`src/logic/gb_video_pkg.sv`:
```
`default_nettype none

package gb_video_pkg;

    // ====================
    // Clock enables
    // ====================

    // 16 system clocks per normal-speed CPU cycle
    localparam int unsigned CE_DIV_BITS = 4;

    // Opposite phase sits half a CPU cycle after the main enable
    localparam logic [CE_DIV_BITS-1:0] CE_N_PHASE = 4'd8;

    // ====================
    // Pixel widths
    // ====================

    localparam int unsigned LCD_CH_BITS  = 5;
    localparam int unsigned VGA_CH_BITS  = 8;
    localparam int unsigned NUM_CHANNELS = 3;

    // Monochrome palette, shade 0 is the lightest
    localparam logic [VGA_CH_BITS-1:0] GRAY_L0 = 8'hFF;
    localparam logic [VGA_CH_BITS-1:0] GRAY_L1 = 8'hAA;
    localparam logic [VGA_CH_BITS-1:0] GRAY_L2 = 8'h55;
    localparam logic [VGA_CH_BITS-1:0] GRAY_L3 = 8'h00;

    // ====================
    // Types
    // ====================

    // PPU mode as reported on the LCD port
    typedef enum logic [1:0] {
        MODE_HBLANK   = 2'd0,
        MODE_VBLANK   = 2'd1,
        MODE_OAM_SCAN = 2'd2,
        MODE_TRANSFER = 2'd3
    } lcd_mode_e;

    // Raw LCD port, rgb555 holds red in the top five bits
    typedef struct packed {
        logic                                clkena;
        logic [NUM_CHANNELS*LCD_CH_BITS-1:0] rgb555;
        logic [1:0]                          shade;
        lcd_mode_e                           mode;
        logic                                vsync;
    } lcd_pixel_t;

    // What one channel expander needs
    typedef struct packed {
        logic [LCD_CH_BITS-1:0] level;
        logic [1:0]             shade;
        logic                   is_gbc;
    } chan_in_t;

    typedef struct packed {
        lcd_mode_e mode;
        logic      vsync;
    } frame_flags_t;

    // Sync bits are active low for hs and vs, active high for blanks
    typedef struct packed {
        logic [VGA_CH_BITS-1:0] r;
        logic [VGA_CH_BITS-1:0] g;
        logic [VGA_CH_BITS-1:0] b;
        logic                   hs;
        logic                   vs;
        logic                   hb;
        logic                   vb;
    } vga_out_t;

endpackage

`default_nettype wire

```
`src/logic/clk_enable_gen.sv`:
```
`timescale 1ns/100ps
`default_nettype none

module clk_enable_gen (
    input  logic i_clk_sys,
    input  logic i_reset,
    output logic o_ce_cpu,
    output logic o_ce_cpu_n,
    output logic o_ce_cpu2x
);
    import gb_video_pkg::*;

    // ====================
    // Divider
    // ====================

    logic [CE_DIV_BITS-1:0] clk_div;
    logic [CE_DIV_BITS-1:0] clk_div_next;

    // Enables decode the value the divider moves to on this edge,
    // so each pulse lines up with the divider wrap
    assign clk_div_next = clk_div + CE_DIV_BITS'(1);

    // ====================
    // Registered enables
    // ====================

    always_ff @(posedge i_clk_sys) begin
        if (i_reset) begin
            clk_div    <= '0;
            o_ce_cpu   <= 1'b0;
            o_ce_cpu_n <= 1'b0;
            o_ce_cpu2x <= 1'b0;
        end else begin
            clk_div    <= clk_div_next;
            // Normal speed fires once per divider wrap
            o_ce_cpu   <= (clk_div_next == '0);
            // Same rate half a period later
            o_ce_cpu_n <= (clk_div_next == CE_N_PHASE);
            // Double speed ignores the divider MSB
            o_ce_cpu2x <= (clk_div_next[CE_DIV_BITS-2:0] == '0);
        end
    end

    // ====================
    // Assertions
    // ====================

    // Double-speed enable also fired half a CPU cycle before each normal edge
    a_ce_in_2x: assert property (@(posedge i_clk_sys) disable iff (i_reset)
        o_ce_cpu |-> $past(o_ce_cpu2x, CE_N_PHASE));

    // Opposite phase follows each normal-speed edge by half a CPU cycle
    a_ce_phases: assert property (@(posedge i_clk_sys) disable iff (i_reset)
        $past(o_ce_cpu, CE_N_PHASE) |-> o_ce_cpu_n);

endmodule

`default_nettype wire

```
`src/logic/pixel_latch.sv`:
```
`timescale 1ns/100ps
`default_nettype none

module pixel_latch (
    input  logic                                                    i_clk_sys,
    input  logic                                                    i_reset,
    input  gb_video_pkg::lcd_pixel_t                                i_lcd,
    input  logic                                                    i_is_gbc,
    output gb_video_pkg::chan_in_t [gb_video_pkg::NUM_CHANNELS-1:0] o_chan,
    output gb_video_pkg::frame_flags_t                              o_flags
);
    import gb_video_pkg::*;

    // Per-channel slices of the RGB555 word, index 0 is red
    logic [NUM_CHANNELS-1:0][LCD_CH_BITS-1:0] lcd_level;

    // ====================
    // Channel split
    // ====================

    always_comb begin
        for (int i = 0; i < NUM_CHANNELS; i++) begin
            // Red sits in the top field, blue in the bottom one
            lcd_level[i] = i_lcd.rgb555[(NUM_CHANNELS-1-i)*LCD_CH_BITS +: LCD_CH_BITS];
        end
    end

    // ====================
    // Capture
    // ====================

    always_ff @(posedge i_clk_sys) begin
        if (i_reset) begin
            // Shade 0 in gray mode, so the screen starts white
            o_chan        <= '0;
            o_flags.mode  <= MODE_HBLANK;
            o_flags.vsync <= 1'b0;
        end else begin
            // Pixel only moves on the LCD pixel clock
            if (i_lcd.clkena) begin
                for (int i = 0; i < NUM_CHANNELS; i++) begin
                    o_chan[i].level  <= lcd_level[i];
                    // Shade and game type are common to all channels
                    o_chan[i].shade  <= i_lcd.shade;
                    o_chan[i].is_gbc <= i_is_gbc;
                end
            end
            // Timing flags follow the PPU every cycle
            o_flags.mode  <= i_lcd.mode;
            o_flags.vsync <= i_lcd.vsync;
        end
    end

endmodule

`default_nettype wire

```
`src/logic/channel_expand.sv`:
```
`timescale 1ns/100ps
`default_nettype none

module channel_expand (
    input  logic                                 i_clk_sys,
    input  logic                                 i_reset,
    input  gb_video_pkg::chan_in_t               i_chan,
    output logic [gb_video_pkg::VGA_CH_BITS-1:0] o_level
);
    import gb_video_pkg::*;

    logic [VGA_CH_BITS-1:0] color_level;
    logic [VGA_CH_BITS-1:0] gray_level;
    logic [VGA_CH_BITS-1:0] level_next;

    // ====================
    // Colour path
    // ====================

    // Top bits repeated in the low bits, 5'h1F maps to 8'hFF
    assign color_level = {i_chan.level,
                          i_chan.level[LCD_CH_BITS-1 -: VGA_CH_BITS-LCD_CH_BITS]};

    // ====================
    // Gray path
    // ====================

    always_comb begin
        case (i_chan.shade)
            2'd0:    gray_level = GRAY_L0;
            2'd1:    gray_level = GRAY_L1;
            2'd2:    gray_level = GRAY_L2;
            default: gray_level = GRAY_L3;
        endcase
    end

    // Game type picks the path
    assign level_next = i_chan.is_gbc ? color_level : gray_level;

    // Output register, one cycle behind the latch
    always_ff @(posedge i_clk_sys) begin
        if (i_reset) begin
            o_level <= GRAY_L0;
        end else begin
            o_level <= level_next;
        end
    end

endmodule

`default_nettype wire

```
`src/logic/sync_gen.sv`:
```
`timescale 1ns/100ps
`default_nettype none

module sync_gen (
    input  logic                                 i_clk_sys,
    input  logic                                 i_reset,
    input  gb_video_pkg::frame_flags_t           i_flags,
    input  logic [gb_video_pkg::NUM_CHANNELS-1:0][gb_video_pkg::VGA_CH_BITS-1:0] i_level,
    output gb_video_pkg::vga_out_t               o_vga
);
    import gb_video_pkg::*;

    logic in_hblank;
    logic in_vblank;
    logic was_hblank;
    logic hblank_entry;

    // Registered sync bits, aligned with the expander outputs
    logic hs_q;
    logic vs_q;
    logic hb_q;
    logic vb_q;

    // ====================
    // Mode decode
    // ====================

    assign in_hblank    = (i_flags.mode == MODE_HBLANK);
    assign in_vblank    = (i_flags.mode == MODE_VBLANK);
    // First latched HBlank after any other mode
    assign hblank_entry = in_hblank && !was_hblank;

    always_ff @(posedge i_clk_sys) begin
        if (i_reset) begin
            // Latch resets into HBlank, so no entry is seen right away
            was_hblank <= 1'b1;
            hs_q       <= 1'b1;
            vs_q       <= 1'b1;
            hb_q       <= 1'b1;
            vb_q       <= 1'b0;
        end else begin
            was_hblank <= in_hblank;
            // One-cycle low pulse on HBlank entry
            hs_q       <= !hblank_entry;
            vs_q       <= !i_flags.vsync;
            hb_q       <= in_hblank;
            vb_q       <= in_vblank;
        end
    end

    // ====================
    // Output packing
    // ====================

    always_comb begin
        o_vga.r  = i_level[0];
        o_vga.g  = i_level[1];
        o_vga.b  = i_level[2];
        o_vga.hs = hs_q;
        o_vga.vs = vs_q;
        o_vga.hb = hb_q;
        o_vga.vb = vb_q;
    end

    // HSync low never lasts past one cycle
    a_hs_single: assert property (@(posedge i_clk_sys) disable iff (i_reset)
        !o_vga.hs |=> o_vga.hs);

endmodule

`default_nettype wire

```
`src/logic/gb_video_out.sv`:
```
`timescale 1ns/100ps
`default_nettype none

module gb_video_out (
    input  logic                     i_clk_sys,
    input  logic                     i_reset,
    input  gb_video_pkg::lcd_pixel_t i_lcd,
    input  logic                     i_is_gbc,
    output gb_video_pkg::vga_out_t   o_vga,
    output logic                     o_ce_cpu,
    output logic                     o_ce_cpu_n,
    output logic                     o_ce_cpu2x
);
    import gb_video_pkg::*;

    // Latched pixel, one entry per colour channel
    chan_in_t [NUM_CHANNELS-1:0]              chan;
    frame_flags_t                             flags;
    // Expanded 8-bit levels, red first
    logic [NUM_CHANNELS-1:0][VGA_CH_BITS-1:0] level;

    // ====================
    // CPU clock enables
    // ====================

    clk_enable_gen u_clk_enable_gen (
        .i_clk_sys  (i_clk_sys),
        .i_reset    (i_reset),
        .o_ce_cpu   (o_ce_cpu),
        .o_ce_cpu_n (o_ce_cpu_n),
        .o_ce_cpu2x (o_ce_cpu2x)
    );

    // ====================
    // Pixel path
    // ====================

    pixel_latch u_pixel_latch (
        .i_clk_sys (i_clk_sys),
        .i_reset   (i_reset),
        .i_lcd     (i_lcd),
        .i_is_gbc  (i_is_gbc),
        .o_chan    (chan),
        .o_flags   (flags)
    );

    // Same expander for red, green and blue
    for (genvar i = 0; i < NUM_CHANNELS; i++) begin : g_chan
        channel_expand u_channel_expand (
            .i_clk_sys (i_clk_sys),
            .i_reset   (i_reset),
            .i_chan    (chan[i]),
            .o_level   (level[i])
        );
    end

    // Sync flags catch up with the expanders here
    sync_gen u_sync_gen (
        .i_clk_sys (i_clk_sys),
        .i_reset   (i_reset),
        .i_flags   (flags),
        .i_level   (level),
        .o_vga     (o_vga)
    );

endmodule

`default_nettype wire

```
`config.mk`:
```
export PLATFORM = sky130hd
export DESIGN_NAME = gb_video_out
export DESIGN_NICKNAME = d
export VERILOG_FILES = /design/src/logic/gb_video_pkg.sv /design/src/logic/clk_enable_gen.sv /design/src/logic/pixel_latch.sv /design/src/logic/channel_expand.sv /design/src/logic/sync_gen.sv /design/src/logic/gb_video_out.sv
export SDC_FILE = /design/constraint.sdc
export NUM_CORES = 1
export LEC_CHECK = 0
export BUFFER_PORTS_ARGS = -buffer_cell sky130_fd_sc_hd__buf_4
export CAP_MARGIN = 20
export CORE_ASPECT_RATIO = 0.8
export CORE_UTILIZATION = 48
export DETAILED_ROUTE_END_ITERATION = 7
export GPL_TIMING_DRIVEN = 0
export PLACE_DENSITY = 0.82
export REMOVE_ABC_BUFFERS = 1
export SYNTH_ARGS = -nofsm -noshare
export SYNTH_HDL_FRONTEND = slang
export SYNTH_SLANG_ARGS = --single-unit
```
`constraint.sdc`:
```
create_clock -name i_clk_sys -period 2.1 [get_ports i_clk_sys]
set_clock_uncertainty 0.15 [all_clocks]
set_input_delay 0.42 -clock i_clk_sys [delete_from_list [all_inputs] [get_ports i_clk_sys]]
set_output_delay 0.42 -clock i_clk_sys [all_outputs]
set_load 0.05 [all_outputs]
```
==> run_results.csv, run 1 <==
group,metric,value,unit
run,cap_violations,0,
global_route,grt_pass1_vias,1110,
final_layout,syn_to_final_growth,27.32,%
timing,max_clock_freq,0.5746,GHz
final_layout,fillers,282,
floorplanning,die_w,70.12,microns
route,drtPass1Iterations,4,
worst_setup_path,path_class,"flop to flop",
pwr,cellLeakagePower,1.019,nW
global_route,antenna_found_initial,0,
route,viasPerCell,4.682,
global_route,grt_pass1_wl,4.912,mm
place,portBuffers,54,
worst_setup_path,startpoint,"u_clk_enable_gen.clk_div[0]$_SDFF_PP0_",
timing,slew_headroom,0.5672,
final_layout,nets,241,
floorplanning,rows,19,
worst_hold_path,hold_class,"input port to flop",
clock_tree,path_clk_slew,0.09,ns
synth,yosys_warnings,0,
route,wl_met1,1.385,mm
timing,setup_viol,0,
floorplanning,num_io_pins,55,
final_layout,antenna_cells,0,
worst_setup_path,path_max_fanout,3,
pwr,ir_drop,614.6,uV
place,dp_worst_setup_slack,0.3691,ns
floorplanning,dieHeight,56.50,microns
timing,fin_ws,0.3597,ns
worst_setup_path,endpoint,"u_clk_enable_gen.o_ce_cpu_n$_SDFF_PP0_",
route,met3_length,165,microns
timing,setup_tns,0,ns
route,ant_nets,0,
timing,tightestPinTransition,0.6484,ns
worst_hold_path,holdPathStages,2,
clock_tree,post-cts-setup-buffers,0,
route,highest_layer,"met4",
clock_tree,cts-htree-levels,2,
place,dp.final_hpwl,2.009,mm
worst_setup_path,crit_arrival,1.83,ns
synth,async_reset_ff_frac,0,
clock_tree,clockBufferDepth,2,
final_layout,utilization,0.6491,
outcome,status,"finished, final reports clean",
route,wl_met2,1.423,mm
route,via_count,1208,
route,drc_errors,0,
synth,yosysSeqAreaShare,0.6292,
clock_tree,worst_skew_pair.late_latency,0.31,ns
synth,synth-seq-cells,56,
pwr,power_density,939.5,nW/um^2
route,drt-total-wl,3.025,mm
route,avgRoutedWirePerCell,11.72,microns
worst_setup_path,endpoint_kind,"flop",
place,place_inst,250,
clock_tree,clock_sinks,56,
synth,synth.avg_cell_area,10.67,sq um
floorplanning,start_util,0.5098,
timing,hold-worst-slack,0.1739,ns
synth,synthFlopType,"dfxtp_1",
synth,synth_edf_count,0,
synth,synthTopCellsByCount,"dfxtp_1 (56), nand2_1 (39), mux2i_1 (20), nor2_1 (20), nor2b_1 (7)",
synth,yosys-top-cells-area,"dfxtp_1 (63%), mux2i_1 (11%), nand2_1 (8.2%)",
synth,synth.most_common_cell,"dfxtp_1",
global_route,track_usage,0.1625,
worst_setup_path,r2r_setup_slack,0.36,ns
clock_tree,ctsHoldBuffers,0,
worst_setup_path,critPathLaunchType,"flop",
global_route,grt_max_degree,36,
timing,hold_viol,0,
worst_setup_path,rr_startpoint,"u_clk_enable_gen.clk_div[0]$_SDFF_PP0_",
worst_setup_path,critPathRequiredTime,2.19,ns
synth,yosysUniqueCellTypes,18,
clock_tree,cts_inserted_buffers,5,
global_route,grt_overflow,0,
clock_tree,clockRootBuffer,"clkbuf_8",
clock_tree,cts-resized-gates,0,
route,drt_iter0_markers,57,
synth,netlist.area_leader.share,0.6292,
worst_setup_path,regToRegEndpoint,"u_clk_enable_gen.o_ce_cpu_n$_SDFF_PP0_",
synth,syn_inst,167,
clock_tree,cts_tree,"built",
final_layout,instances_no_fill,258,
worst_setup_path,reg2reg_depth,4,
place,gp_congestion,0.6522,
timing,slew_viol_final,0,
floorplanning,dieArea,3961,sq um
synth,yosys.area.top_type,"dfxtp_1",
floorplanning,coreArea,3495,sq um
final_layout,drive_above_1_share,0.3009,
synth,syn_area,1782,sq um
timing,layout_min_cycle_time,1.740,ns
timing,post-route-period-util,0.8287,
timing,rsz0062_at_grt,"no",
per-stage QoR:
| stage | area [sq um] | total power (W) |
|---|---|---|
| after floorplan | 1703 | 0.001357 |
| after global placement | 2161 | 0.001472 |
| after detailed placement | 2161 | 0.001478 |
| after CTS | 2268 | 0.002137 |
| after global routing | 2268 | 0.002205 |
| final | 2268 | 0.002131 |
worst max-delay path, stage by stage, from the launching register on:
cell and delay (ns):
dfxtp_1 0.33, ha_1 0.23, ha_1 0.32, or4b_4 0.52, mux2i_1 0.13
state kept, by name (all words and copies together) (netlist names):
name / count
g_chan.u_channel_expand.o_level: 24
u_pixel_latch.o_chan: 18
u_clk_enable_gen.clk_div: 4
u_pixel_latch.o_flags: 3
u_clk_enable_gen.o_ce_cpu: 1
u_clk_enable_gen.o_ce_cpu2x: 1
u_clk_enable_gen.o_ce_cpu_n: 1
u_sync_gen.hs_q: 1
u_sync_gen.vb_q: 1
u_sync_gen.vs_q: 1
u_sync_gen.was_hblank: 1
where the power goes:
part           leakage, nW  switching [W]  internal [W]  total, W
registers            0.462      0.0000286       0.00112   0.00115
clock network       0.0552       0.000326      0.000354  0.000680
logic                0.501       0.000190      0.000109  0.000299
total                 1.02       0.000544       0.00159   0.00213
routing by layer:
metal | GRT usage | vias to the layer above
met5 | 0 | -
met4 | 0.07714 | 0
met3 | 0.05027 | 6
met2 | 0.2706 | 33
met1 | 0.1917 | 547
li1 | - | 622
area by class of cell:
| class | instances | area (sq um) | area share |
|---|---|---|---|
| clock inverters | 2 | 35.03 | 0.01544 |
| multi-input cells | 98 | 581.8 | 0.2565 |
| flip-flops and latches | 56 | 1121 | 0.4942 |
| clock buffers | 6 | 72.57 | 0.03199 |
| well taps | 42 | 52.55 | 0.02317 |
| repair buffers | 54 | 405.4 | 0.1787 |
cell families (layout without fill, tap and decap cells):
kind of cell / after synthesis / after routing / share of synthesized area
buffers and inverters: 13 / 62 / 0.04424
muxes: 21 / 21 / 0.1187
and+or+nand+nor: 72 / 72 / 0.1784
DFF: 56 / 56 / 0.6292
adders and majority gates: 2 / 2 / 0.01404
AOI/OAI and AO/OA: 3 / 3 / 0.01545
cells in the final DEF, fill, tap and decap left out:
cell and instances:
dfxtp_1 56, nor3b_1 1, o21ba_2 2, clkinv_2 1
nand2b_1 1, and3_1 1, o21bai_1 1, nand2_1 39
clkbuf_1 1, mux2_2 1, nor2_1 20, ha_1 2
nor2b_1 7, bufinv_16 1, clkbuf_8 5, or4_1 1
buf_4 54, mux2i_1 20, or4b_4 1, nand4bb_1 1
worst min path at each step:
stage,startpoint,to,slack [ns]
2_1_floorplan,u_pixel_latch.o_flags[0]$_SDFF_PP0_,u_sync_gen.vs_q$_SDFF_PP1_,0.21
3_3_place_gp,u_pixel_latch.o_flags[0]$_SDFF_PP0_,u_sync_gen.vs_q$_SDFF_PP1_,0.21
3_5_place_dp,u_pixel_latch.o_flags[0]$_SDFF_PP0_,u_sync_gen.vs_q$_SDFF_PP1_,0.22
4_1_cts,i_lcd[1],u_pixel_latch.o_flags[1]$_SDFF_PP0_,0.17
5_1_grt,i_lcd[18],u_pixel_latch.o_chan[6]$_SDFFE_PP0P_,0.19
6_report,i_lcd[1],u_pixel_latch.o_flags[1]$_SDFF_PP0_,0.17
Power figures use the tool's default switching activity.
==> inputs of run 2 (changes only) <==
Settings changed: CORE_UTILIZATION 48 to 44, PLACE_DENSITY 0.82 to 0.79.
Clock period 2.1 ns to 1.5 ns, I/O delays scaled along.
==> run 2 against run 1 <==
Effect of this change:
- the flow now finishes with violations (negative setup slack)
- global-route usage is 0.54 points lower
- wire length grew 3.8%
- utilization down 4.0 points
- sequential power up 41%
- total power grew 41%
- critical path depth unchanged
- register-to-register slack lost 0.44 ns
- clock power rose by 40%
- worst hold slack got worse by 0.11 ns
- first-iteration DRC count shrank 37%
- highest routed layer unchanged
==> run_results.csv, run 2 (synthesis gave the netlist of run 1 again) <==
group,metric,value,unit
floorplanning,dieArea,4309,sq um
pwr,ir_drop,636.8,uV
worst_setup_path,critPathSlowestCell,"or4b_4",
global_route,track_usage,0.1571,
final_layout,layout_common_cells,"buf_4 (56), dfxtp_1 (53), nand2_1 (39)",
clock_tree,path_clk_slew,0.09,ns
clock_tree,ctsHoldBuffers,0,
final_layout,reg_top3,"g_chan.u_channel_expand.o_level (24), u_pixel_latch.o_chan (18), u_clk_enable_gen.clk_div (4)",
timing,tightestPinTransition,0.3493,ns
worst_setup_path,worstSetupPathDepth,4,
pwr,p_switching,0.0007682,W
route,drtPass1Iterations,4,
clock_tree,clockBufferDepth,2,
timing,fin_ws,-0.07562,ns
clock_tree,cts_tree,"built",
timing,layout_min_cycle_time,1.576,ns
pwr,power.share.clock,0.317,
clock_tree,clockRootBuffer,"clkbuf_8",
global_route,grt_overflow,0,
worst_setup_path,path_max_fanout,3,
pwr,seq_power_share,0.540,
place,dp.final_hpwl,2.135,mm
worst_hold_path,holdPathStages,2,
clock_tree,cts_inserted_buffers,5,
timing,slew_headroom,0.7671,
pwr,switching_share,0.2561,
final_layout,antenna_cells,0,
clock_tree,clock_sinks,56,
pwr,finalPower,0.002999,W
worst_setup_path,path_class,"flop to flop",
pwr,cellLeakagePower,1.025,nW
global_route,grt_max_degree,36,
floorplanning,start_util,0.4654,
worst_setup_path,crit_path_frequent_cell,"ha_4",
route,drt-total-wl,3.140,mm
worst_setup_path,slowest_delay,0.51,ns
global_route,antenna_found_initial,0,
pwr,comb_power_share,0.143,
floorplanning,coreArea,3829,sq um
worst_setup_path,path_buf_inv,0,
floorplanning,num_io_pins,55,
worst_setup_path,critPathLaunchType,"flop",
route,avgRoutedWirePerCell,11.50,microns
clock_tree,worst_skew_pair.late_latency,0.30,ns
worst_setup_path,reg2reg_depth,4,
run,cap_violations,0,
route,viasPerCell,4.429,
pwr,power_density,1286,nW/um^2
global_route,grt_pass1_wl,5.071,mm
timing,max_clock_freq,0.6347,GHz
worst_setup_path,endpoint_kind,"flop",
final_layout,utilization,0.6092,
final_layout,syn_to_final_growth,30.90,%
place,place_inst,263,
clock_tree,cts-htree-levels,2,
floorplanning,dieHeight,58.92,microns
route,drt_iter0_markers,36,
place,gp_congestion,0.6456,
timing,hold_viol,0,
timing,slew_viol_final,0,
timing,setup_viol,2,
worst_hold_path,hold_class,"input port to flop",
floorplanning,die_w,73.15,microns
outcome,violations,"negative setup slack",
outcome,status,"finished, violations left",
worst_setup_path,cp_cell_sequence,"ha_4 > ha_4 > or4b_4 > mux2i_1",
final_layout,largest_register_ffs,24,
worst_setup_path,critPathRequiredTime,1.58,ns
place,portBuffers,54,
final_layout,nets,243,
route,via_count,1209,
global_route,grt_pass1_vias,1152,
route,drc_errors,0,
worst_setup_path,cp_top_family,"simple AND/OR/NAND/NOR gates",
worst_setup_path,crit_arrival,1.66,ns
route,ant_nets,0,
timing,post-route-period-util,1.050,
pwr,power.internal,0.002231,W
final_layout,final_common_cell,"buf_4",
floorplanning,rows,20,
timing,rsz0062_at_grt,"yes",
final_layout,instances_no_fill,273,
final_layout,drive_above_1_share,0.3349,
final_layout,largest-register,"g_chan.u_channel_expand.o_level",
-- run 2: cell types whose count changed in the layout (fill, tap and decap cells not counted), sizes merged --
cell	before	now
buf	54	56
clkbuf	6	5
clkinvlp	0	1
-- run 2: final timing paths --
kind / start / endpoint / slack [ns]
worst max-delay path: u_clk_enable_gen.clk_div[0]$_SDFF_PP0_ / u_clk_enable_gen.o_ce_cpu$_SDFF_PP0_ / -0.08
worst min-delay path: i_lcd[1] / u_pixel_latch.o_flags[1]$_SDFF_PP0_ / 0.06
worst max register to register: u_clk_enable_gen.clk_div[0]$_SDFF_PP0_ / u_clk_enable_gen.o_ce_cpu$_SDFF_PP0_ / -0.08
worst min register to register: u_pixel_latch.o_flags[0]$_SDFF_PP0_ / u_sync_gen.vs_q$_SDFF_PP1_ / 0.23
-- run 2: layer usage --
metal  wire [microns]  GRT usage
met5                0          0
met4               25    0.04202
met3              173    0.05479
met2             1467     0.2791
met1             1474     0.1802
-- run 2: cell type report --
type | instances | area, sq um
Clock buffer | 5 | 68.82
Clock inverter | 3 | 42.54
Fill cell | 370 | 1496
Multi-Input combinational cell | 98 | 606.8
Sequential cell | 56 | 1125
Tap cell | 55 | 68.82
Timing Repair Buffer | 56 | 420.4
-- run 2: through the flow --
stage          setup TNS [ns]  area (sq um)  setup WS [ns]  hold slack, ns
2_1_floorplan         -0.2807          1703        -0.1434          0.2052
3_3_place_gp          -0.3958          2177        -0.2004          0.2097
3_5_place_dp          -0.4139          2177        -0.2095          0.2161
4_1_cts               -0.1357          2332       -0.07315         0.04693
5_1_grt               -0.1996          2332        -0.1009         0.06241
6_report              -0.1512          2332       -0.07562         0.06091
-- run 2: repair_timing --
item | CTS | global route
setup buffers | 2 | 0
gates resized for setup | 6 | 0
pin swaps | 1 | 0
setup endpoints to repair | 6 | 2
-- run 2: power groups by stage --
stage	Clock, W	Sequential (W)	Combinational, W
final	0.000951	0.00162	0.000429
after global routing	0.00104	0.00163	0.000459
after CTS	0.000983	0.00162	0.000433
after detailed placement	0	0.00165	0.000421
after global placement	0	0.00165	0.000414
after floorplan	0	0.00181	0.0000875
